[src/common/mipsPkg.sv]
package mipsPkg;

   // Datapath sizes
   localparam int DataWidth = 32;
   localparam int RegAddrWidth = 5;
   localparam int NumRegs = 32;
   localparam int DataMemWords = 256;
   localparam int DataMemAddrWidth = 8;

   // Primary opcodes, instr[31:26]
   localparam logic [5:0] OpRType = 6'h00;
   localparam logic [5:0] OpAddi  = 6'h08;
   localparam logic [5:0] OpAddiu = 6'h09;
   localparam logic [5:0] OpSlti  = 6'h0a;
   localparam logic [5:0] OpSltiu = 6'h0b;
   localparam logic [5:0] OpAndi  = 6'h0c;
   localparam logic [5:0] OpOri   = 6'h0d;
   localparam logic [5:0] OpXori  = 6'h0e;
   localparam logic [5:0] OpLui   = 6'h0f;
   localparam logic [5:0] OpLb    = 6'h20;
   localparam logic [5:0] OpLh    = 6'h21;
   localparam logic [5:0] OpLw    = 6'h23;
   localparam logic [5:0] OpLbu   = 6'h24;
   localparam logic [5:0] OpLhu   = 6'h25;
   localparam logic [5:0] OpSb    = 6'h28;
   localparam logic [5:0] OpSh    = 6'h29;
   localparam logic [5:0] OpSw    = 6'h2b;

   // R-type funct codes, instr[5:0]
   localparam logic [5:0] FnSll  = 6'h00;
   localparam logic [5:0] FnSrl  = 6'h02;
   localparam logic [5:0] FnSra  = 6'h03;
   localparam logic [5:0] FnAdd  = 6'h20;
   localparam logic [5:0] FnAddu = 6'h21;
   localparam logic [5:0] FnSub  = 6'h22;
   localparam logic [5:0] FnSubu = 6'h23;
   localparam logic [5:0] FnAnd  = 6'h24;
   localparam logic [5:0] FnOr   = 6'h25;
   localparam logic [5:0] FnXor  = 6'h26;
   localparam logic [5:0] FnNor  = 6'h27;
   localparam logic [5:0] FnSlt  = 6'h2a;
   localparam logic [5:0] FnSltu = 6'h2b;

   typedef enum logic [3:0] {
      AluAdd, AluSub, AluAnd, AluOr, AluXor, AluNor,
      AluSlt, AluSltu, AluSll, AluSrl, AluSra, AluLui
   } aluOp_t;

   typedef enum logic [1:0] {
      MemByte, MemHalf, MemWord
   } memSize_t;

   // Decode to execute
   typedef struct packed {
      aluOp_t                  aluOp;
      logic                    srcBImm;
      logic                    shiftShamt;
      logic [DataWidth-1:0]    imm;
      logic [4:0]              shamt;
      logic [DataWidth-1:0]    rd1;
      logic [DataWidth-1:0]    rd2;
      logic [RegAddrWidth-1:0] rs;
      logic [RegAddrWidth-1:0] rt;
      logic [RegAddrWidth-1:0] wa;
      logic                    regWrite;
      logic                    isLoad;
      logic                    isStore;
      memSize_t                memSize;
      logic                    loadUnsigned;
   } execPayload_t;

   // Execute to memory/writeback
   typedef struct packed {
      logic [DataWidth-1:0]    result;
      logic [RegAddrWidth-1:0] wa;
      logic                    regWrite;
      logic                    isLoad;
      memSize_t                memSize;
      logic                    loadUnsigned;
      logic [1:0]              byteOffset;
   } memPayload_t;

endpackage

[src/verilog/writeBack.sv]
`timescale 1ns/1ps

module writeBack (
   input  logic                             memValid,
   input  mipsPkg::memPayload_t             mem,
   input  logic [mipsPkg::DataWidth-1:0]    readWord,
   output logic                             wbValid,
   output logic [mipsPkg::RegAddrWidth-1:0] wbAddr,
   output logic [mipsPkg::DataWidth-1:0]    wbData
);

   logic [7:0]                    loadByte;
   logic [15:0]                   loadHalf;
   logic [mipsPkg::DataWidth-1:0] loadData;

   // Pick the addressed byte or halfword out of the word
   assign loadByte = readWord[8*mem.byteOffset +: 8];
   assign loadHalf = mem.byteOffset[1] ? readWord[31:16] : readWord[15:0];

   always_comb begin
      case (mem.memSize)
         mipsPkg::MemByte: begin
            loadData = mem.loadUnsigned ? {24'b0, loadByte} : {{24{loadByte[7]}}, loadByte};
         end
         mipsPkg::MemHalf: begin
            loadData = mem.loadUnsigned ? {16'b0, loadHalf} : {{16{loadHalf[15]}}, loadHalf};
         end
         default: loadData = readWord;
      endcase
   end

   // r0 writes still show up here
   assign wbValid = memValid && mem.regWrite;
   assign wbAddr = mem.wa;
   assign wbData = mem.isLoad ? loadData : mem.result;

endmodule
[config.mk]
export PLATFORM = sky130hd
export DESIGN_NAME = writeBack
export DESIGN_NICKNAME = d
export VERILOG_FILES = /design/src/common/mipsPkg.sv /design/src/verilog/writeBack.sv
export SDC_FILE = /design/constraint.sdc
export NUM_CORES = 1
export LEC_CHECK = 0
export BUFFER_PORTS_ARGS = -buffer_cell sky130_fd_sc_hd__buf_4
export CAP_MARGIN = 20
export CORE_MARGIN = 5
export CORE_UTILIZATION = 38
export DETAILED_ROUTE_END_ITERATION = 10
export PLACE_DENSITY = 0.91
export RECOVER_POWER = 50
export SYNTH_ARGS = -nofsm -noshare
export SYNTH_HDL_FRONTEND = slang
export SYNTH_SLANG_ARGS = --single-unit
[constraint.sdc]
create_clock -name vclk -period 4.1
set_clock_uncertainty 0.05 [all_clocks]
set_input_delay 1.23 -clock vclk [all_inputs]
set_output_delay 1.23 -clock vclk [all_outputs]
set_load 0.01 [all_outputs]
After elaboration in Yosys (flattened, before gate mapping)
Index checks and enable logic that the tools add are counted.

cells by class
  equal/unequal tests = 1
  mux-type cells = 5
  reduce and logical (&&, ||, !) cells = 2
  shift-type cells = 1

operators with widths
  kind                number
  $mux 32             3
  $pmux 32 s2         1
  $shiftx 32x6->8     1
  $mux 16             1
  $eq 2x1->1 const B  1
  $logic_not 2->1     1
  $logic_and 1x1->1   1

storage, ports and cells
  bits of input ports = 77
  bits in registers = 0
  output and inout port bits = 38

Logic depth before layout (Yosys ltp)
  word-level depth = 4
  depth in mapped cells = 6
  mapped depth without buffers = 4

Worst setup path before layout
Ideal clock, no wire load.

  path kind = input to output
  from = in mem[1] (netlist name)
  to = out wbData[22] (netlist name)
  data arrival time = 2.379 ns
  setup slack = 0.441 ns
  stages on the path = 6
  required time = 2.820 ns
  cells stage by stage = buf_6 nor2b_1 a21oi_1 a2111oi_4 buf_6 a221o_1

between the ends
  word-level cells in the longest chain between the ends = 4
  elaborated cells between the ends (all ways) = 6
  those cells by class = shift: 1; mux: 5

ends and longest elaborated chain
  what                                               line                              source
  start, declared                                    writeBack.sv:5                    input mipsPkg::memPayload_t mem,
  $shiftx 32x6->8 / $mux 16 (equally long branches)  writeBack.sv:17, writeBack.sv:18
  $mux 32, on equally long branches                  writeBack.sv:23, writeBack.sv:26
  $pmux 32 s2 (*)                                    writeBack.sv:21                   case (mem.memSize)
  $mux 32 (*)                                        writeBack.sv:35                   assign wbData = mem.isLoad ? loadData : mem.result;
  end, declared                                      writeBack.sv:9                    output logic [mipsPkg::DataWidth-1:0] wbData

Mark *: on every way between the ends. The rest lies on a longest branch, timed or not.

Worst setup path after layout
  from = in mem[1] (netlist name)
  to = out wbData[18] (netlist name)

Same word-level chain as after synthesis.

==> impl_metrics.env <==
export IMPL_utilization_pct=70.6
export IMPL_setup_viol=0
export IMPL_synth_largest_area_cell="a221o_1"
export IMPL_synth_most_common_cell="a21oi_1"
export IMPL_fillers=221
export IMPL_drc=0
export IMPL_synth_area_leaders="a221o_1, a21oi_1, mux2_2, nand3b_1, a311oi_1"
export IMPL_fin_nets=320
export IMPL_drt_wl_total_mm=4.34
export IMPL_antennaDiodeCount=0
export IMPL_grt_pass1_vias=1323
export IMPL_die_h_um=60.5
export IMPL_power_density_nw_per_um2=126
export IMPL_post_drt_via_cell_ratio=5.60
export IMPL_finalNonFillerCells=271
export IMPL_drt_antenna_violating_nets=0
export IMPL_drive_above_1_share_pct=49.8
export IMPL_regArea_sq_um=0
export IMPL_p_leak_uw=0.000851
export IMPL_timing_fmax_mhz=251
export IMPL_track_usage_pct=21.5
export IMPL_worstMarginPinSlew_ns=0.555
export IMPL_avgSynthCellArea_sq_um=6.73
export IMPL_cts_hold_buf=0
export IMPL_dr_pass1_iters=4
export IMPL_ir_drop_v=0.0000801
export IMPL_initial_core_util_pct=39.5
export IMPL_grt_overflow=0
export IMPL_die_w_um=60.5
export IMPL_area_delta_synth_final_pct=78.8
export IMPL_num_vias=1518
export IMPL_wl_per_cell_um=16.0
export IMPL_hold_viol_final=0
export IMPL_placed_area_sq_um=1750
export IMPL_synthTopCellsByCount="a21oi_1, a221o_1, nand2_1, clkbuf_1"
export IMPL_crit_type="in -> out"
export IMPL_arrival_ns=2.71
export IMPL_antenna_found_initial=0
export IMPL_crit_path_end_kind="output pin"
export IMPL_cp_max_fo=8
export IMPL_cts_resized=0
export IMPL_drv_cap=0
export IMPL_rows=18
export IMPL_finalMaxSlewViolations=0
export IMPL_grt_util_met3_pct=3.83
export IMPL_synth_cell_types=32
export IMPL_busiest_layer="met2"
export IMPL_postSynthCellCount=144
export IMPL_port_buffers=105
export IMPL_synth_seq_area_share_pct=0
export IMPL_core_sq_um=2450
export IMPL_final_setup_tns_ns=0
export IMPL_dp_cells=268
export IMPL_met1_usage_pct=27.7
export IMPL_ys_warn_count=0
export IMPL_finalWeightedCongestion=0.894
export IMPL_grt_pass1_wl_mm=6.31
export IMPL_dp_hpwl_mm=3.43
export IMPL_synth_area_sq_um=970
export IMPL_final_area_sq_um=1730
export IMPL_post_cts_buffers=3
export IMPL_relSlewSlack_pct=63.0
export IMPL_clock_buffers=0
export IMPL_period_share_pct=97.3
export IMPL_seq_cells=0
export IMPL_critPathLaunchType="primary input"
export IMPL_grt_util_met2_pct=38.6
export IMPL_status="finished clean"
export IMPL_pin_count=115
export IMPL_grt_max_degree=32
export IMPL_first_iter_violations=41
export IMPL_post_route_min_period_ns=3.99
export IMPL_rsz0062_at_grt="false"
export IMPL_yosysTopAreaCellShare_pct=13.4
export IMPL_min_delay_path_class="in -> out"
export IMPL_syn_nets=221
export IMPL_die_area_sq_um=3660
export IMPL_critPathRequiredTime_ns=2.82
[critical path, stage by stage]
cell,delay [ns]
buf_4,0.14
mux2_4,0.20
nor2_1,0.05
a2111oi_2,0.45
clkbuf_1,0.35
a221o_1,0.17
buf_4,0.12
[placed cells by master (no fill, tap or decap), types with 5 or more instances in the layout]
master and n:
nand2b_1 8, nand3b_1 8, and2_1 8, nor2_1 9
buf_4 110, mux2_2 6, clkbuf_1 5, a311oi_1 6
o22ai_1 8, nand2_1 12, a221o_1 13, a21oi_1 22
[layer usage]
layer  routed length (um)  part of all wire, %  vias to the layer above
met4                   68                  1.6                        0
li1                     -                    -                      747
met3                  551                   13                        8
met1                 1580                   36                      686
met2                 2140                   49                       77
met5                    0                    0                        -
[final cells by class]
class / instances / area, sq um / area share [%]
timing repair buffer: 116 / 850 / 49.0
tap: 30 / 37.5 / 2.16
multi-input combinational: 123 / 840 / 48.4
inverter: 2 / 7.51 / 0.433
[kinds of logic after synthesis]
group	Yosys count	share of synthesized area, %
buffers and inverters	21	11.9
AO/OA/AOI/OAI	57	44.0
AND/OR/NAND/NOR	56	32.4
multiplexers	10	11.7
[stage by stage]
step           worst slack, ns  total power (uW)  hold slack, ns
2_1_floorplan            0.441               105            2.50
3_3_place_gp           0.00332               218            2.41
3_5_place_dp           -0.0134               220            2.41
4_1_cts                  0.171               223            2.41
5_1_grt                 0.0259               235            2.41
6_report                 0.112               218            2.41
[where the power goes]
part | internal (uW) | switching (uW) | total (uW) | leakage [uW]
sequential | 0 | 0 | 0 | 0
clock | 0 | 0 | 0 | 0
combinational | 124 | 93.8 | 218 | 0.000851
[path summary, 6_finish.rpt]
check / start / endpoint / slack (ns) / cells after the start
setup / recovery: mem[1] / wbData[18] / 0.11 / 7
hold / removal: mem[11] / wbAddr[4] / 2.41 / 0
(Power assumes the default switching activity.)
