### config.mk
export PLATFORM = sky130hd
export DESIGN_NAME = instrDecoder
export DESIGN_NICKNAME = d
export VERILOG_FILES = /design/src/common/mipsPkg.sv /design/src/verilog/instrDecoder.sv
export SDC_FILE = /design/constraint.sdc
export NUM_CORES = 1
export LEC_CHECK = 0
export ABC_AREA = 0
export ABC_CLOCK_PERIOD_IN_PS = 2400
export BUFFER_PORTS_ARGS = -buffer_cell sky130_fd_sc_hd__buf_2
export CORE_AREA = 2 2 91 93
export DETAILED_ROUTE_END_ITERATION = 10
export DIE_AREA = 0 0 93 95
export PLACE_DENSITY = 0.64
export SLEW_MARGIN = 15
export SYNTH_ARGS = -nofsm -noshare
export SYNTH_HDL_FRONTEND = slang
export SYNTH_SLANG_ARGS = --single-unit
### constraint.sdc
create_clock -name vclk -period 2.4
set_input_delay 0.12 -clock vclk [all_inputs]
set_output_delay 0.12 -clock vclk [all_outputs]
set_load 0.005 [all_outputs]
### src/common/mipsPkg.sv
package mipsPkg;

   // Datapath sizes
   localparam int DataWidth = 32;
   localparam int RegAddrWidth = 5;
   localparam int NumRegs = 32;
   localparam int DataMemWords = 256;
   localparam int DataMemAddrWidth = 8;

   // Primary opcodes, instr[31:26]
   localparam logic [5:0] OpRType = 6'h00;
   localparam logic [5:0] OpAddi  = 6'h08;
   localparam logic [5:0] OpAddiu = 6'h09;
   localparam logic [5:0] OpSlti  = 6'h0a;
   localparam logic [5:0] OpSltiu = 6'h0b;
   localparam logic [5:0] OpAndi  = 6'h0c;
   localparam logic [5:0] OpOri   = 6'h0d;
   localparam logic [5:0] OpXori  = 6'h0e;
   localparam logic [5:0] OpLui   = 6'h0f;
   localparam logic [5:0] OpLb    = 6'h20;
   localparam logic [5:0] OpLh    = 6'h21;
   localparam logic [5:0] OpLw    = 6'h23;
   localparam logic [5:0] OpLbu   = 6'h24;
   localparam logic [5:0] OpLhu   = 6'h25;
   localparam logic [5:0] OpSb    = 6'h28;
   localparam logic [5:0] OpSh    = 6'h29;
   localparam logic [5:0] OpSw    = 6'h2b;

   // R-type funct codes, instr[5:0]
   localparam logic [5:0] FnSll  = 6'h00;
   localparam logic [5:0] FnSrl  = 6'h02;
   localparam logic [5:0] FnSra  = 6'h03;
   localparam logic [5:0] FnAdd  = 6'h20;
   localparam logic [5:0] FnAddu = 6'h21;
   localparam logic [5:0] FnSub  = 6'h22;
   localparam logic [5:0] FnSubu = 6'h23;
   localparam logic [5:0] FnAnd  = 6'h24;
   localparam logic [5:0] FnOr   = 6'h25;
   localparam logic [5:0] FnXor  = 6'h26;
   localparam logic [5:0] FnNor  = 6'h27;
   localparam logic [5:0] FnSlt  = 6'h2a;
   localparam logic [5:0] FnSltu = 6'h2b;

   typedef enum logic [3:0] {
      AluAdd, AluSub, AluAnd, AluOr, AluXor, AluNor,
      AluSlt, AluSltu, AluSll, AluSrl, AluSra, AluLui
   } aluOp_t;

   typedef enum logic [1:0] {
      MemByte, MemHalf, MemWord
   } memSize_t;

   // Decode to execute
   typedef struct packed {
      aluOp_t                  aluOp;
      logic                    srcBImm;
      logic                    shiftShamt;
      logic [DataWidth-1:0]    imm;
      logic [4:0]              shamt;
      logic [DataWidth-1:0]    rd1;
      logic [DataWidth-1:0]    rd2;
      logic [RegAddrWidth-1:0] rs;
      logic [RegAddrWidth-1:0] rt;
      logic [RegAddrWidth-1:0] wa;
      logic                    regWrite;
      logic                    isLoad;
      logic                    isStore;
      memSize_t                memSize;
      logic                    loadUnsigned;
   } execPayload_t;

   // Execute to memory/writeback
   typedef struct packed {
      logic [DataWidth-1:0]    result;
      logic [RegAddrWidth-1:0] wa;
      logic                    regWrite;
      logic                    isLoad;
      memSize_t                memSize;
      logic                    loadUnsigned;
      logic [1:0]              byteOffset;
   } memPayload_t;

endpackage

### src/verilog/instrDecoder.sv
`timescale 1ns/1ps

module instrDecoder (
   input  logic                                instrValid,
   input  logic [31:0]                         instr,
   input  logic [mipsPkg::DataWidth-1:0]       rd1,
   input  logic [mipsPkg::DataWidth-1:0]       rd2,
   output logic [mipsPkg::RegAddrWidth-1:0]    rs,
   output logic [mipsPkg::RegAddrWidth-1:0]    rt,
   output logic                                decodedValid,
   output mipsPkg::execPayload_t               decoded
);

   logic [5:0]                      opcode;
   logic [5:0]                      funct;
   logic [mipsPkg::RegAddrWidth-1:0] rd;
   logic [15:0]                     imm16;
   logic                            known;
   logic                            signExt;

   // Instruction fields
   assign opcode = instr[31:26];
   assign rs = instr[25:21];
   assign rt = instr[20:16];
   assign rd = instr[15:11];
   assign funct = instr[5:0];
   assign imm16 = instr[15:0];

   // Unknown encodings drop out as bubbles
   assign decodedValid = instrValid && known;

   always_comb begin
      known = 1'b1;
      signExt = 1'b1;
      decoded = '0;
      decoded.shamt = instr[10:6];
      decoded.rd1 = rd1;
      decoded.rd2 = rd2;
      decoded.rs = rs;
      decoded.rt = rt;
      // I-type default: write rt, B from immediate
      decoded.wa = rt;
      decoded.regWrite = 1'b1;
      decoded.srcBImm = 1'b1;
      decoded.aluOp = mipsPkg::AluAdd;
      decoded.memSize = mipsPkg::MemWord;
      case (opcode)
         mipsPkg::OpRType: begin
            decoded.wa = rd;
            decoded.srcBImm = 1'b0;
            case (funct)
               mipsPkg::FnSll: begin
                  decoded.aluOp = mipsPkg::AluSll;
                  decoded.shiftShamt = 1'b1;
               end
               mipsPkg::FnSrl: begin
                  decoded.aluOp = mipsPkg::AluSrl;
                  decoded.shiftShamt = 1'b1;
               end
               mipsPkg::FnSra: begin
                  decoded.aluOp = mipsPkg::AluSra;
                  decoded.shiftShamt = 1'b1;
               end
               // No overflow traps, so add/sub match their unsigned forms
               mipsPkg::FnAdd, mipsPkg::FnAddu: decoded.aluOp = mipsPkg::AluAdd;
               mipsPkg::FnSub, mipsPkg::FnSubu: decoded.aluOp = mipsPkg::AluSub;
               mipsPkg::FnAnd:  decoded.aluOp = mipsPkg::AluAnd;
               mipsPkg::FnOr:   decoded.aluOp = mipsPkg::AluOr;
               mipsPkg::FnXor:  decoded.aluOp = mipsPkg::AluXor;
               mipsPkg::FnNor:  decoded.aluOp = mipsPkg::AluNor;
               mipsPkg::FnSlt:  decoded.aluOp = mipsPkg::AluSlt;
               mipsPkg::FnSltu: decoded.aluOp = mipsPkg::AluSltu;
               default:         known = 1'b0;
            endcase
         end
         mipsPkg::OpAddi, mipsPkg::OpAddiu: decoded.aluOp = mipsPkg::AluAdd;
         mipsPkg::OpSlti:  decoded.aluOp = mipsPkg::AluSlt;
         mipsPkg::OpSltiu: decoded.aluOp = mipsPkg::AluSltu;
         // Logical immediates are zero extended
         mipsPkg::OpAndi: begin
            decoded.aluOp = mipsPkg::AluAnd;
            signExt = 1'b0;
         end
         mipsPkg::OpOri: begin
            decoded.aluOp = mipsPkg::AluOr;
            signExt = 1'b0;
         end
         mipsPkg::OpXori: begin
            decoded.aluOp = mipsPkg::AluXor;
            signExt = 1'b0;
         end
         mipsPkg::OpLui: begin
            decoded.aluOp = mipsPkg::AluLui;
            signExt = 1'b0;
         end
         // Loads, address is rs + simm
         mipsPkg::OpLb, mipsPkg::OpLbu: begin
            decoded.isLoad = 1'b1;
            decoded.memSize = mipsPkg::MemByte;
            decoded.loadUnsigned = (opcode == mipsPkg::OpLbu);
         end
         mipsPkg::OpLh, mipsPkg::OpLhu: begin
            decoded.isLoad = 1'b1;
            decoded.memSize = mipsPkg::MemHalf;
            decoded.loadUnsigned = (opcode == mipsPkg::OpLhu);
         end
         mipsPkg::OpLw: decoded.isLoad = 1'b1;
         // Stores write memory only
         mipsPkg::OpSb, mipsPkg::OpSh, mipsPkg::OpSw: begin
            decoded.isStore = 1'b1;
            decoded.regWrite = 1'b0;
            if (opcode == mipsPkg::OpSb) begin
               decoded.memSize = mipsPkg::MemByte;
            end else if (opcode == mipsPkg::OpSh) begin
               decoded.memSize = mipsPkg::MemHalf;
            end
         end
         default: known = 1'b0;
      endcase
      decoded.imm = signExt ? {{16{imm16[15]}}, imm16} : {16'b0, imm16};
   end

endmodule

-- After elaboration in Yosys (flattened, before gate mapping)
Index checks and enable logic that the tools add are counted.
- bits in registers: 0
- latch bits: 0
- RAM bits: 0
- memory bits (read-only): 0
- input bits: 97
- output and inout port bits: 139
- logic and storage cells: 55
- memories: 0
- $add $sub $neg: 0
- multipliers: 0
- div/mod/pow operators: 0
- order comparisons: 0
- equality and inequality tests: 28
- shift-type cells: 0
- multiplexer cells: 15
- bitwise logic cells: 0
- reductions and logical operators: 12
- operators with widths (cell ; count):
    $eq A6 B6 Y1 const B ; 18
    $eq A6 B4 Y1 const B ; 8
    $pmux W4 S10 ; 1
    $mux W32 ; 1
    $pmux W4 S7 ; 1
    $reduce_or A16 Y1 ; 1
    $reduce_or A13 Y1 ; 1
    $eq A6 B2 Y1 const B ; 2
    $logic_not A6 Y1 ; 2
    $mux W2 ; 3
    $pmux W2 S3 ; 1
    $reduce_or A2 Y1 ; 3
    $reduce_or A3 Y1 ; 2
    $mux W1 ; 5
    $mux W5 ; 1
    $reduce_or A5 Y1 ; 1
    $pmux W1 S2 ; 2
    $reduce_or A4 Y1 ; 1
    $logic_and A1 B1 Y1 ; 1

-- Logic depth before layout (Yosys ltp)
- depth in word-level cells: 5
- mapped depth: 5
- depth with buffers taken out: 4

-- Worst setup path before layout
Ideal clock, no wire load.
- path kind: input port to output port
- start: input port instr[29]
- end: output port decoded[107] (netlist bit)
- arrival: 1.763 ns
- setup slack: 0.517 ns
- stages: 4
- buffers on the path: 2
- path through: clkbuf_1 > and2_1 > a21boi_0 > buf_4
- RTL lines (element ; RTL line ; source):
    start: declaration ; instrDecoder.sv:5 ; input logic [31:0] instr,
    end: declaration ; instrDecoder.sv:11 ; output mipsPkg::execPayload_t decoded

-- Worst setup path after layout
- start: input port instr[27]
- end: output port decodedValid
- longest elaborated chain between the ends: 4
- elaborated cells between the ends (all ways): 20
- ends and longest elaborated chain (element ; RTL line ; source):
    $eq A6 B6 Y1 / $eq A6 B4 Y1 (equally long branches) ; instrDecoder.sv:47 ; case (opcode)
    $reduce_or A16 Y1 (no line) ; n/a ;
    $pmux W1 S2 (*) ; instrDecoder.sv:47 ;
    $logic_and A1 B1 Y1 (*) ; instrDecoder.sv:30 ; assign decodedValid = instrValid && known;
    end: declaration ; instrDecoder.sv:10 ; output logic decodedValid,
Every way passes the cells marked *; elsewhere a longest branch is shown, timed or not.

==> reports/results.tsv <==
metric	value	unit
hold_viol	0	
io_pins	236	
grt_max_degree	17	
tns	0	ns
drive_gt1_share	62.3	%
ant_nets	0	
fmax	0.617	GHz
synth_nets	282	
die_w	93	um
vias_per_cell	3.61	
fillers	933	
layout_common_cells	78 x buf_2, 5 x inv_1, 5 x a21oi_1, 5 x mux2_2	
yosys_warnings	0	
power_leakage	0.458	nW
overflow	0	
crit_fanout	10	
insertedDiodeCount	0	
die_h	95	um
cp.required	2.28	ns
ys_types	34	
critPathArrivalTime	1.50	ns
wirelength	3060	um
max-slew-margin-rel	49.5	%
drc	0	
place_congestion	0.673	
syn_inst	185	
grt_pass1_vias	728	
power.density	142	nW/um^2
multi_input_area	389	um^2
post_cts_buffers	0	
first_pass_iters	4	
clock_buffers	0	
dp.cells	243	
seq_area	0	um^2
mostFrequentLayoutCell	buf_2	
synthTopCellsByArea	buf_4 67%, mux2_2 4.2%, a21oi_1 1.9%	
hp-class	input pin to primary output	
area_growth_syn_to_layout	-30.6	%
postPlaceCellArea	930	um^2
fin_ws	0.779	ns
slew_violations	0	
hold_depth	0	
fin_util	11.7	%
status	complete, no violations	
grt_pass1_wl	4130	um
dp_hpwl	2620	um
final.min_clock_period	1.62	ns
avgSynthCellArea	7.24	um^2
crit_type	input pin to primary output	
cts_hold_buf	0	
startpoint_type	input pin	
rsz0062_at_grt	false	
wl_per_cell	12.6	um
power	132	uW
placementRows	33	
antenna_found_initial	0	
seq_cell_count	0	
end_kind	primary output	
start_util	16.9	%
drt_iter0_drc	44	
core_area	7930	um^2
final_area	930	um^2
ir_drop	0.0329	mV
tightest_slew	0.756	ns
fin_crit_sh	67.5	%
ctsResizeCount	0	
hold_slack	0.240	ns
syn_area	1340	um^2
vias	878	
yosysTopAreaCellShare	67.3	%
io_buffers	78	
die-area	8840	um^2
setup_violations	0	
grt_usage	5.86	%
yosysSeqAreaShare	0	%
cap_viol_max_count	0	
stdcell_count	243	
pre_cts_slack	0.569	ns
yosysTopAreaCell	buf_4	
fin_nets	237	
final timing paths:
path	start	to	slack, ns
setup / recovery	instr[27]	decodedValid	0.78
hold / removal	rd2[10]	decoded[31]	0.24
layer usage:
layer	vias up	wire length (um)	part of all wire, %	GRT usage [%]
met5	-	0	0	0
met4	0	190	6.2	3.80
met3	28	472	15	2.00
met2	89	1210	40	8.51
met1	369	1180	39	7.33
li1	392	-	-	-
where the power goes:
group	switching (mW)	total [mW]	internal [mW]
logic	0.0714	0.132	0.0610
registers	0	0	0
clock network	0	0	0
area by class of cell:
type                       instances  share of cell area [%]
inverter                           5                    2.02
multi-input combinational         55                    41.9
tap                              105                    14.1
timing repair buffer              78                    42.0
cell families after synthesis:
| kind of cell | Yosys count | share of synthesized area, % |
|---|---|---|
| and+or+nand+nor | 29 | 14.0 |
| AOI/OAI and AO/OA | 19 | 9.44 |
| muxes | 6 | 4.95 |
| buffers and inverters | 130 | 70.9 |
| xor gates and xnor gates | 1 | 0.654 |
cells in the mapped netlist (2+ instances only):
library cell	number
buf_4	120
a21oi_1	5
inv_1	5
mux2_2	5
nand2_1	4
nand2b_1	4
nor3_1	4
a31oi_1	3
buf_2	3
nor2_1	3
nor2b_1	2
nor4b_1	2
o2111ai_1	2
o21ai_1	2
or3_1	2
worst max-delay path, stage by stage:
cell and delay (ns):
buf_2 0.16, nor4_4 0.41, nand2_4 0.16, or3_1 0.33
o32ai_1 0.13, buf_2 0.18
Note: power is estimated with default switching activity, not from simulation.
