<file path="src/common/mipsPkg.sv">
package mipsPkg;

   // Datapath sizes
   localparam int DataWidth = 32;
   localparam int RegAddrWidth = 5;
   localparam int NumRegs = 32;
   localparam int DataMemWords = 256;
   localparam int DataMemAddrWidth = 8;

   // Primary opcodes, instr[31:26]
   localparam logic [5:0] OpRType = 6'h00;
   localparam logic [5:0] OpAddi  = 6'h08;
   localparam logic [5:0] OpAddiu = 6'h09;
   localparam logic [5:0] OpSlti  = 6'h0a;
   localparam logic [5:0] OpSltiu = 6'h0b;
   localparam logic [5:0] OpAndi  = 6'h0c;
   localparam logic [5:0] OpOri   = 6'h0d;
   localparam logic [5:0] OpXori  = 6'h0e;
   localparam logic [5:0] OpLui   = 6'h0f;
   localparam logic [5:0] OpLb    = 6'h20;
   localparam logic [5:0] OpLh    = 6'h21;
   localparam logic [5:0] OpLw    = 6'h23;
   localparam logic [5:0] OpLbu   = 6'h24;
   localparam logic [5:0] OpLhu   = 6'h25;
   localparam logic [5:0] OpSb    = 6'h28;
   localparam logic [5:0] OpSh    = 6'h29;
   localparam logic [5:0] OpSw    = 6'h2b;

   // R-type funct codes, instr[5:0]
   localparam logic [5:0] FnSll  = 6'h00;
   localparam logic [5:0] FnSrl  = 6'h02;
   localparam logic [5:0] FnSra  = 6'h03;
   localparam logic [5:0] FnAdd  = 6'h20;
   localparam logic [5:0] FnAddu = 6'h21;
   localparam logic [5:0] FnSub  = 6'h22;
   localparam logic [5:0] FnSubu = 6'h23;
   localparam logic [5:0] FnAnd  = 6'h24;
   localparam logic [5:0] FnOr   = 6'h25;
   localparam logic [5:0] FnXor  = 6'h26;
   localparam logic [5:0] FnNor  = 6'h27;
   localparam logic [5:0] FnSlt  = 6'h2a;
   localparam logic [5:0] FnSltu = 6'h2b;

   typedef enum logic [3:0] {
      AluAdd, AluSub, AluAnd, AluOr, AluXor, AluNor,
      AluSlt, AluSltu, AluSll, AluSrl, AluSra, AluLui
   } aluOp_t;

   typedef enum logic [1:0] {
      MemByte, MemHalf, MemWord
   } memSize_t;

   // Decode to execute
   typedef struct packed {
      aluOp_t                  aluOp;
      logic                    srcBImm;
      logic                    shiftShamt;
      logic [DataWidth-1:0]    imm;
      logic [4:0]              shamt;
      logic [DataWidth-1:0]    rd1;
      logic [DataWidth-1:0]    rd2;
      logic [RegAddrWidth-1:0] rs;
      logic [RegAddrWidth-1:0] rt;
      logic [RegAddrWidth-1:0] wa;
      logic                    regWrite;
      logic                    isLoad;
      logic                    isStore;
      memSize_t                memSize;
      logic                    loadUnsigned;
   } execPayload_t;

   // Execute to memory/writeback
   typedef struct packed {
      logic [DataWidth-1:0]    result;
      logic [RegAddrWidth-1:0] wa;
      logic                    regWrite;
      logic                    isLoad;
      memSize_t                memSize;
      logic                    loadUnsigned;
      logic [1:0]              byteOffset;
   } memPayload_t;

endpackage

</file>
<file path="src/execute/executeUnit.sv">
`timescale 1ns/1ps

module executeUnit (
   input  logic                                 execValid,
   input  mipsPkg::execPayload_t                exec,
   input  logic                                 memValid,
   input  logic [mipsPkg::RegAddrWidth-1:0]     memWa,
   input  logic                                 memRegWrite,
   input  logic [mipsPkg::DataWidth-1:0]        memResult,
   output logic                                 memNextValid,
   output mipsPkg::memPayload_t                 memNext,
   output logic                                 storeEn,
   output logic [mipsPkg::DataMemAddrWidth-1:0] storeAddr,
   output logic [mipsPkg::DataWidth-1:0]        storeData,
   output mipsPkg::memSize_t                    storeSize,
   output logic [mipsPkg::DataMemAddrWidth-1:0] loadAddr
);

   logic                          fwdA;
   logic                          fwdB;
   logic [mipsPkg::DataWidth-1:0] rd1Fwd;
   logic [mipsPkg::DataWidth-1:0] rd2Fwd;
   logic [mipsPkg::DataWidth-1:0] aluA;
   logic [mipsPkg::DataWidth-1:0] aluB;
   logic [mipsPkg::DataWidth-1:0] aluOut;

   // Memory to execute forwarding, memResult already holds load data
   assign fwdA = memValid && memRegWrite && memWa != '0 && memWa == exec.rs;
   assign fwdB = memValid && memRegWrite && memWa != '0 && memWa == exec.rt;
   assign rd1Fwd = fwdA ? memResult : exec.rd1;
   assign rd2Fwd = fwdB ? memResult : exec.rd2;

   // Shifts take the amount on A and the value on B
   assign aluA = exec.shiftShamt ? mipsPkg::DataWidth'(exec.shamt) : rd1Fwd;
   assign aluB = exec.srcBImm ? exec.imm : rd2Fwd;

   always_comb begin
      case (exec.aluOp)
         mipsPkg::AluAdd:  aluOut = aluA + aluB;
         mipsPkg::AluSub:  aluOut = aluA - aluB;
         mipsPkg::AluAnd:  aluOut = aluA & aluB;
         mipsPkg::AluOr:   aluOut = aluA | aluB;
         mipsPkg::AluXor:  aluOut = aluA ^ aluB;
         mipsPkg::AluNor:  aluOut = ~(aluA | aluB);
         mipsPkg::AluSlt:  aluOut = mipsPkg::DataWidth'($signed(aluA) < $signed(aluB));
         mipsPkg::AluSltu: aluOut = mipsPkg::DataWidth'(aluA < aluB);
         mipsPkg::AluSll:  aluOut = aluB << aluA[4:0];
         mipsPkg::AluSrl:  aluOut = aluB >> aluA[4:0];
         mipsPkg::AluSra:  aluOut = $signed(aluB) >>> aluA[4:0];
         mipsPkg::AluLui:  aluOut = aluB << 16;
         default:          aluOut = '0;
      endcase
   end

   // Payload for memory/writeback
   assign memNextValid = execValid;
   always_comb begin
      memNext.result = aluOut;
      memNext.wa = exec.wa;
      memNext.regWrite = exec.regWrite;
      memNext.isLoad = exec.isLoad;
      memNext.memSize = exec.memSize;
      memNext.loadUnsigned = exec.loadUnsigned;
      memNext.byteOffset = aluOut[1:0];
   end

   // Word index into data memory, upper address bits ignored
   assign storeAddr = aluOut[mipsPkg::DataMemAddrWidth+1:2];
   assign loadAddr = aluOut[mipsPkg::DataMemAddrWidth+1:2];
   assign storeEn = execValid && exec.isStore;
   assign storeData = rd2Fwd;
   assign storeSize = exec.memSize;

endmodule

</file>
<file path="config.mk">
export PLATFORM = sky130hd
export DESIGN_NAME = executeUnit
export DESIGN_NICKNAME = d
export VERILOG_FILES = /design/src/common/mipsPkg.sv /design/src/execute/executeUnit.sv
export SDC_FILE = /design/constraint.sdc
export NUM_CORES = 1
export LEC_CHECK = 0
export BUFFER_PORTS_ARGS = -buffer_cell sky130_fd_sc_hd__buf_2
export CAP_MARGIN = 20
export CORE_UTILIZATION = 50
export DETAILED_ROUTE_END_ITERATION = 10
export PLACE_DENSITY = 0.75
export SLEW_MARGIN = 20
export SYNTH_ARGS = -nofsm -noshare
export SYNTH_HDL_FRONTEND = slang
export SYNTH_SLANG_ARGS = --single-unit
</file>
<file path="constraint.sdc">
create_clock -name vclk -period 6.7
set_input_delay 0 -clock vclk [all_inputs]
set_output_delay 0 -clock vclk [all_outputs]
set_load 0.05 [all_outputs]
</file>
# Word-level counts from Yosys, hierarchy flattened

Index checks and enable logic that the tools add are counted.

Register bits: 0
Input port bits: 168
Output and inout port bits: 96
Logic and storage cells: 36

Add/sub/neg operators: 2
Order comparisons: 2
Equal/unequal tests: 13
Shifts and indexed selects: 3
Mux-type cells: 5
Bitwise logic cells: 4
Reductions and logical operators: 7

Operators by type and width:

| kind               | count |
|---|---|
| $pmux 32 s12       | 1 |
| $mux 32            | 4 |
| $lt 32x32->1       | 2 |
| $add 32x32->32     | 1 |
| $and 32x32->32     | 1 |
| $not 32->32        | 1 |
| $or 32x32->32      | 1 |
| $shl 32x5->32      | 1 |
| $shr 32x5->32      | 1 |
| $sshr 32x5->32     | 1 |
| $sub 32x32->32     | 1 |
| $xor 32x32->32     | 1 |
| $eq 4x3->1 const B | 4 |
| $eq 4x4->1 const B | 4 |
| $eq 5x5->1         | 2 |
| $eq 4x2->1 const B | 2 |
| $logic_and 1x1->1  | 5 |
| $reduce_bool 5->1  | 1 |
| $eq 4x1->1 const B | 1 |
| $logic_not 4->1    | 1 |

# Depth between registers and ports, before layout

Gate-level depths: netlist of the first run.

Depth in word-level cells: 8
Gate-level depth with buffers: 24
Gate-level depth less buffers: 19

# Worst setup path after synthesis of the first run

Ideal clock, no wire load.

Kind: input port to output port
Start: input port memWa[3] in the netlist's numbering
End: output port memNext[12] in the netlist's numbering
Arrival: 5.047 ns
Data required time: 6.700 ns
Slack: 1.653 ns
Cell stages on the path: 21
Cells stage by stage: or4_4 -> o211a_1 -> nand4b_1 -> and3_1 -> buf_4 -> buf_4 -> buf_2 -> buf_2 -> buf_2 -> ha_1 -> nand2b_1 -> a21oi_1 -> nor2_1 -> o41ai_1 -> a41oi_1 -> o22ai_1 -> a31o_2 -> a311oi_1 -> nor3b_1 -> or4_1 -> buf_4

RTL lines:

| what               | line              | RTL |
|---|---|---|
| start: declaration | executeUnit.sv:7  | `input logic [mipsPkg::RegAddrWidth-1:0] memWa,` |
| end: declaration   | executeUnit.sv:11 | `output mipsPkg::memPayload_t memNext,` |

==> out/metrics.cfg, run 1 <==
[setup_path]
crit_chain = buf_2 -> or4_4 -> o211ai_4 -> nor2_4 -> o311ai_2 -> inv_2 -> ha_1 -> o21ai_0 -> a21oi_1 -> o21ai_0 -> o21ba_1 -> o21ai_0 -> o21ai_1 -> a31oi_1 -> o21ai_1 -> xnor2_1 -> o221ai_1 -> or4_1 -> buf_2
crit_fanout = 22
start_kind = input port
cp-end-kind = output port
path_common_cell = o21ai_0
cp.depth = 19
cp_slowest_stage_delay_ns = 0.63
crit_type = in2out
critPathRequiredTime_ns = 6.70
crit_buf_inv = 3
critPathSlowestCell = a31oi_1
arrival_ns = 5.81
cp_top_family = compound AO/OA/AOI/OAI gates

[pwr]
power_w = 0.00162
vdd_drop_max_v = 0.0000743
power_leakage_nw = 5.64
p_per_area_nw_per_um2 = 130

[timing]
slew-limit-headroom_pct = 26.8
drv_slew = 0
rsz0062_at_grt = false
finalCritPeriodShare_pct = 86.7
clock.fmax_mhz = 172
fin_crit_ns = 5.81
final-setup-viol-count = 0
hold_viol = 0
tightest_slew_ns = 1.09
whs_ns = 0.0000337
totalNegativeSetupSlack_ns = 0

[job]
maxCapViolCount = 0

[yosys]
synth_nets = 2050
yosys.area.top_type_share_pct = 10.8
ys_top_cells_by_area = ha_1, mux2i_1, nand2_1
synthCells = 1781
yosys_warnings = 0
syn-cell-area_um2 = 11500
syn_avg_cell_area_um2 = 6.44
post-synth-top-area-cell = ha_1
ys_types = 96
ys_seq_area_share_pct = 0

[finish]
multi_input_area_um2 = 10200
fillerInstances = 2333
insertedDiodeCount = 0
fin_nets = 2157
n_clock_buffer = 0
seqCellArea_um2 = 0
final_common_cell = buf_2
drive_gt1_share_pct = 22.0
final_cell_mix = buf_2, nand2_1, nor2_1
seq_cells = 0
areaGrowthSynthToFinish_pct = 8.97

[run_status]
status = finished, final reports clean

[min_path]
holdPathEnd = storeSize[1]
hp-start = exec[2]
min_path_type = in2out
min_path_cells = 0

[die]
fp.dieH_um = 153
die_w_um = 153
coreArea_um2 = 22600
start_util_pct = 50.8
row_count = 55
die_area_um2 = 23500
num_io_pins = 264

[place]
io_buffers = 242
gp_congestion = 1.17
dp.final_hpwl_um = 49200

[detailed_routing]
drt-total-wl_um = 62700
vias_per_cell = 7.22
route.vias.total = 15700
antenna_left = 0
routedWlPerCell_um = 28.9
drc_errors = 0
first_iter_violations = 2873
firstDrtPassIters = 9

[cts]
cts_hold_buf = 0
cts_resized = 0
post_cts.repair.setup_buffers = 0

[global_routing]
antenna_found_initial = 0
grt.overflow.total = 0
grtUsageTotal_pct = 50.8
grt_pass1_wl_um = 90400
grt_max_degree = 74
first_global_vias = 14000

[through the flow]
stage / utilization, % / setup WS, ns / area (um2) / instances
floorplan: - / 1.65 / 11500 / 1781
global placement: 55.3 / 1.16 / 12500 / 2171
detailed placement: 55.3 / 1.18 / 12500 / 2171
CTS: 55.3 / 1.15 / 12500 / 2171
global route: 55.3 / 0.730 / 12500 / 2171
finish: 55.3 / 0.891 / 12500 / 2171
[routing by layer]
layer	track usage (%)	part of all wire, %	vias to the layer above
met5	3.73	0.19	-
met4	34.9	8.4	2
met3	20.0	16	318
met2	73.1	40	1430
met1	61.4	36	7173
li1	-	-	6744
[power breakdown]
group	switching, W	total (W)	internal [W]
Sequential	0	0	0
Combinational	0.00116	0.00162	0.000459
Clock	0	0	0
[worst max-delay path by stage]
stage              from     endpoint  slack, ns
2_1_floorplan  memWa[3]  memNext[12]       1.65
3_3_place_gp   memWa[3]  memNext[37]       1.16
3_5_place_dp   memWa[3]  memNext[37]       1.18
4_1_cts        memWa[3]  memNext[37]       1.15
5_1_grt        memWa[3]  memNext[37]       0.73
6_report       memWa[3]  memNext[37]       0.89
[logic make-up after synthesis]
kind of cell | share of synthesized area [%]
buffers and inverters | 11.7
and+or+nand+nor | 23.2
AOI/OAI and AO/OA | 39.5
xor gates and xnor gates | 1.29
muxes | 13.1
adders and majority gates | 11.2
[final cells by class]
cell class	count	area share, %
multi-input cells	1486	81.4
repair buffers	282	12.1
inverters	118	3.61
well taps	285	2.86
[Yosys cell counts (6+ instances only)]
master,number
nand2_1,203
nor2_1,160
o21ai_0,138
a21oi_1,136
mux2i_1,121
ha_1,99
inv_1,98
clkbuf_1,81
nand3_1,43
buf_4,41
nor3_1,41
a31oi_1,37
buf_2,37
a221oi_1,35
a211oi_1,34
o22ai_1,30
or2_2,30
nand4_1,28
o211ai_1,26
a21o_1,20
mux2_2,17
inv_2,16
o21ai_1,16
a221o_1,15
nor2b_1,15
buf_1,14
nand2b_1,14
xnor2_1,13
o2111ai_1,11
o21bai_1,11
o221ai_1,11
and3_1,10
a22oi_1,9
o21a_1,9
a211o_1,7
a31o_2,7
a31oi_2,7
or3_1,7
nor4_1,6
o311ai_4,6
o31ai_1,6
Power figures use the tool's default switching activity.
==> inputs of run 2 (changes only) <==
ABC_AREA = 1   (was not set)
CELL_PAD_IN_SITES_DETAIL_PLACEMENT = 1   (was not set)
CELL_PAD_IN_SITES_GLOBAL_PLACEMENT = 1   (was not set)
CORE_UTILIZATION = 37   (was 50)
PLACE_DENSITY = not set   (was 0.75)
PLACE_DENSITY_LB_ADDON = 0.1   (was not set)
==> run 2 against run 1 <==
  * Final cell count grew 27%
  * Worst hold slack is essentially flat
  * Critical endpoint is now memNext[43]
  * Largest power group unchanged
  * Power shrank 8.2%
  * Synthesized area is essentially flat
==> out/metrics.cfg, run 2 <==
[min_path]
holdPathEnd = memNext[7]
min_path_cells = 0
min_path_type = in2out
hp-start = exec[6]

[global_routing]
antenna_found_initial = 4
grt_pass1_wl_um = 97200
grtUsageTotal_pct = 40.7
grt.overflow.total = 0
first_global_vias = 16100
grt_max_degree = 68

[setup_path]
crit_chain = buf_2 -> xnor2_1 -> nand3_1 -> nor2_4 -> nand2_4 -> inv_2 -> nor2_1 -> nor3_1 -> inv_1 -> ha_1 -> nor2_1 -> nand2_1 -> o21ai_1 -> inv_1 -> o21ai_1 -> nand3_1 -> nand2_1 -> nand2_1 -> nand3_1 -> nand2_1 -> nor2_1 -> nor2_1 -> nand2_1 -> buf_2
arrival_ns = 5.33
start_kind = input port
cp-end-kind = output port
cp_slowest_stage_delay_ns = 0.90
crit_fanout = 36
crit_buf_inv = 5
critPathSlowestCell = nor3_1
path_common_cell = nand2_1
crit_type = in2out
cp_top_family = simple AND/OR/NAND/NOR gates
critPathRequiredTime_ns = 6.70

[finish]
final_common_cell = nand2_1
final_cell_mix = nand2_1, nand3_1, buf_2
fillerInstances = 4587
fin_nets = 2640
seqCellArea_um2 = 0
areaGrowthSynthToFinish_pct = 9.54
design_area_um2 = 12600
drive_gt1_share_pct = 15.4
seq_cells = 0
n_clock_buffer = 0

[yosys]
yosys_warnings = 0
syn-cell-area_um2 = 11500
ys_seq_area_share_pct = 0
ys_top_cells_by_area = nand2_1, nand3_1, ha_1
syn_avg_cell_area_um2 = 5.10
ys_types = 54
yosys.area.top_type_share_pct = 21.1
synth_nets = 2516
synth.most_common_cell = nand2_1
synth_commonest_cells = nand2_1, nand3_1, inv_1, nor2_1, a21oi_1
post-synth-top-area-cell = nand2_1
synthCells = 2247

[die]
row_count = 64
die_w_um = 178
die_area_um2 = 31700
start_util_pct = 37.6
coreArea_um2 = 30500
num_io_pins = 264
fp.dieH_um = 178

[detailed_routing]
drt-total-wl_um = 66000
firstDrtPassIters = 5
wl_met2_um = 28700
drc_errors = 0
met1_length_um = 27000
wl_met3_um = 5640
antenna_left = 0
vias_per_cell = 6.06
routedWlPerCell_um = 23.9
top_layer = met5
first_iter_violations = 1403
route.vias.total = 16800

[place]
io_buffers = 242
gp_congestion = 1.04
postPlaceCellArea_um2 = 12600
dp.final_hpwl_um = 52900

[timing]
tightest_slew_ns = 1.16
totalNegativeSetupSlack_ns = 0
final-setup-viol-count = 0
hold_viol = 0
drv_slew = 0
clock.fmax_mhz = 188
slew-limit-headroom_pct = 21.8
finalCritPeriodShare_pct = 79.5
rsz0062_at_grt = false
fin_crit_ns = 5.33

[run_status]
status = finished, final reports clean

[pwr]
power_leakage_nw = 6.90
p_per_area_nw_per_um2 = 118
vdd_drop_max_v = 0.0000696

[cts]
cts_resized = 0
post_cts.repair.setup_buffers = 0
cts_hold_buf = 0

[job]
maxCapViolCount = 0

## run 2: cells by family (layout without fill, tap and decap cells)
logic type / count (synthesis) / in the layout / synth area share [%]
compound gates: 352 / 352 / 18.5
xor+xnor: 14 / 14 / 1.07
fa+ha+maj: 101 / 101 / 11.2
buf+inv: 390 / 512 / 15.6
other cells: 0 / 1 / 0
simple gates: 1390 / 1390 / 53.7
## run 2: how the worst max path moves through the flow
| stage | slack [ns] | start | endpoint | cells after the start |
|---|---|---|---|---|
| after floorplan | 2.54 | exec[11] | memNext[12] | 25 |
| after global placement | 1.75 | memWa[2] | memNext[39] | 25 |
| after detailed placement | 1.64 | memWa[2] | memNext[39] | 25 |
| after CTS | 1.62 | memWa[2] | memNext[39] | 25 |
| after global routing | 1.20 | memWa[0] | memNext[38] | 23 |
| final | 1.37 | memWa[0] | memNext[43] | 24 |
## run 2: power by group
group | switching [W] | total (W) | internal [W]
Sequential | 0 | 0 | 0
Clock | 0 | 0.0000000000200 | 0.0000000000200
Combinational | 0.00111 | 0.00149 | 0.000378
## run 2: per-layer routing
metal	up-vias	GRT usage, %
li1	7691	-
met4	4	25.1
met1	8044	51.6
met2	845	64.3
met3	184	6.63
met5	-	0
## run 2: area by class of cell
cell class | count | area, um2 | share of cell area [%]
Antenna cell | 1 | 2.50 | 0.0199
Timing Repair Buffer | 273 | 1440 | 11.5
Tap cell | 396 | 495 | 3.95
Multi-Input combinational cell | 1857 | 9720 | 77.4
Inverter | 239 | 897 | 7.14
## run 2: metrics by stage
step | power (W) | std cells | setup WS (ns) | hold slack (ns) | utilization (%)
finish | 0.00149 | 2766 | 1.37 | 0.0000175 | 41.2
global route | 0.00159 | 2766 | 1.20 | 0.0000914 | 41.2
CTS | 0.00145 | 2765 | 1.62 | 0.000370 | 41.2
detailed placement | 0.00144 | 2765 | 1.64 | 0.000370 | 41.2
global placement | 0.00142 | 2765 | 1.75 | 0.000370 | 41.2
floorplan | 0.00104 | 2247 | 2.54 | 0.167 | -
==> inputs of run 3 (changes only) <==
clock period = 5.4 ns   (was 6.7 ns; I/O delays follow)
==> run 3 against run 2 <==
  * Global-route usage increased by 2.4 points
  * Sequential share of layout area did not move
  * Final cell count grew 0.83%
  * Utilization rose by 0.53 points
  * Sequential cell count unchanged
  * Worst hold slack is the same
  * Non-clock buffer count rose by 20
  * Highest routed layer unchanged
==> out/metrics.cfg, run 3 (synthesized netlist as in run 2, its figures left out) <==
[run_status]
status = finished, final reports clean

[detailed_routing]
routedWlPerCell_um = 24.9
vias_per_cell = 6.05
antenna_left = 0
drc_errors = 0
first_iter_violations = 1492
drt-total-wl_um = 69500
firstDrtPassIters = 5
route.vias.total = 16900

[finish]
final_common_cell = nand2_1
seqCellArea_um2 = 0
seq_cells = 0
n_clock_buffer = 0
drive_gt1_share_pct = 16.2
fin_nets = 2660
multi_input_area_um2 = 9720
final_cell_mix = nand2_1, nand3_1, buf_2
areaGrowthSynthToFinish_pct = 10.9
fillerInstances = 4635

[setup_path]
crit_fanout = 29
cp-end-kind = output port
start_kind = input port
arrival_ns = 5.08
critPathRequiredTime_ns = 5.40
crit_chain = buf_2 -> xnor2_1 -> nand3_1 -> nor2_4 -> nand2_4 -> inv_2 -> nor2_1 -> nor3_1 -> inv_1 -> ha_1 -> inv_1 -> nand2_1 -> inv_1 -> nand2_1 -> inv_1 -> a21oi_1 -> nand3_1 -> nand2_1 -> nand2_1 -> a21oi_1 -> o21ai_0 -> o21ai_0 -> nand3_1 -> buf_2
crit_type = in2out
crit_buf_inv = 7
critPathSlowestCell = nor3_1
cp_top_family = simple AND/OR/NAND/NOR gates
cp_slowest_stage_delay_ns = 0.64

[min_path]
min_path_type = in2out
holdPathEnd = memNext[7]
hp-start = exec[6]
min_path_cells = 0

[global_routing]
first_global_vias = 16200
grt.overflow.total = 0
use_met3_pct = 8.23
grtUsageTotal_pct = 43.1
grt_pass1_wl_um = 102000
use_met1_pct = 55.6
met2_usage_pct = 67.0
grt_max_degree = 68
antenna_found_initial = 5
grt-busiest-layer = met2

[die]
fp.dieH_um = 178
die_w_um = 178
start_util_pct = 37.6
coreArea_um2 = 30500
die_area_um2 = 31700
num_io_pins = 264
row_count = 64

[place]
place_ws_ns = 0.379
io_buffers = 242
dp.final_hpwl_um = 56000
gp_congestion = 1.02

[timing]
rsz0062_at_grt = false
finalCritPeriodShare_pct = 94.0
totalNegativeSetupSlack_ns = 0
tightest_slew_ns = 1.05
fin_crit_ns = 5.08
clock.fmax_mhz = 197
hold_viol = 0
drv_slew = 0
slew-limit-headroom_pct = 29.9
final-setup-viol-count = 0
worst_slack_ns = 0.323

[cts]
post_cts.repair.setup_buffers = 0

[pwr]
power_leakage_nw = 7.00
vdd_drop_max_v = 0.0000716
power_w = 0.00190
p_per_area_nw_per_um2 = 149

[job]
maxCapViolCount = 0

==> run 3: layout make-up <==
type | count | area share, %
antenna | 4 | 0.0787
multi-input combinational | 1857 | 76.4
tap | 396 | 3.89
timing repair buffer | 293 | 12.5
inverter | 239 | 7.05
==> run 3: repair_timing <==
action	4_1_cts	5_1_grt
resized for setup	0	1
hold buffers	0	0
endpoints found under the setup margin	0	3
==> run 3: where the power goes <==
group          switching (W)       internal (W)
clock network              0  0.000000000000340
registers                  0                  0
logic                0.00142           0.000485
total                0.00142           0.000485
==> run 3: how the worst max path moves through the flow <==
stage	startpoint	to	slack [ns]	depth (start not counted)
after CTS	memWa[0]	memNext[41]	0.37	23
after floorplan	exec[11]	memNext[12]	1.24	25
final	memWa[0]	memNext[41]	0.32	24
after global routing	memWa[0]	memNext[0]	0.05	25
after detailed placement	memWa[0]	memNext[41]	0.38	23
after global placement	memWa[0]	memNext[28]	0.50	22
==> run 3: layer usage <==
| metal | wire length, um | vias up |
|---|---|---|
| li1 | - | 7740 |
| met1 | 28400 | 8050 |
| met2 | 30100 | 894 |
| met3 | 6830 | 173 |
| met4 | 4220 | 6 |
| met5 | 37 | - |
==> run 3: stage by stage <==
step	cell area, um2	std cells	hold WS, ns	util, %
floorplan	11500	2247	0.167	-
global placement	12700	2785	0.000370	41.6
detailed placement	12700	2785	0.000370	41.6
CTS	12700	2785	0.000370	41.6
global route	12700	2787	0.0000914	41.7
finish	12700	2789	0.0000175	41.7
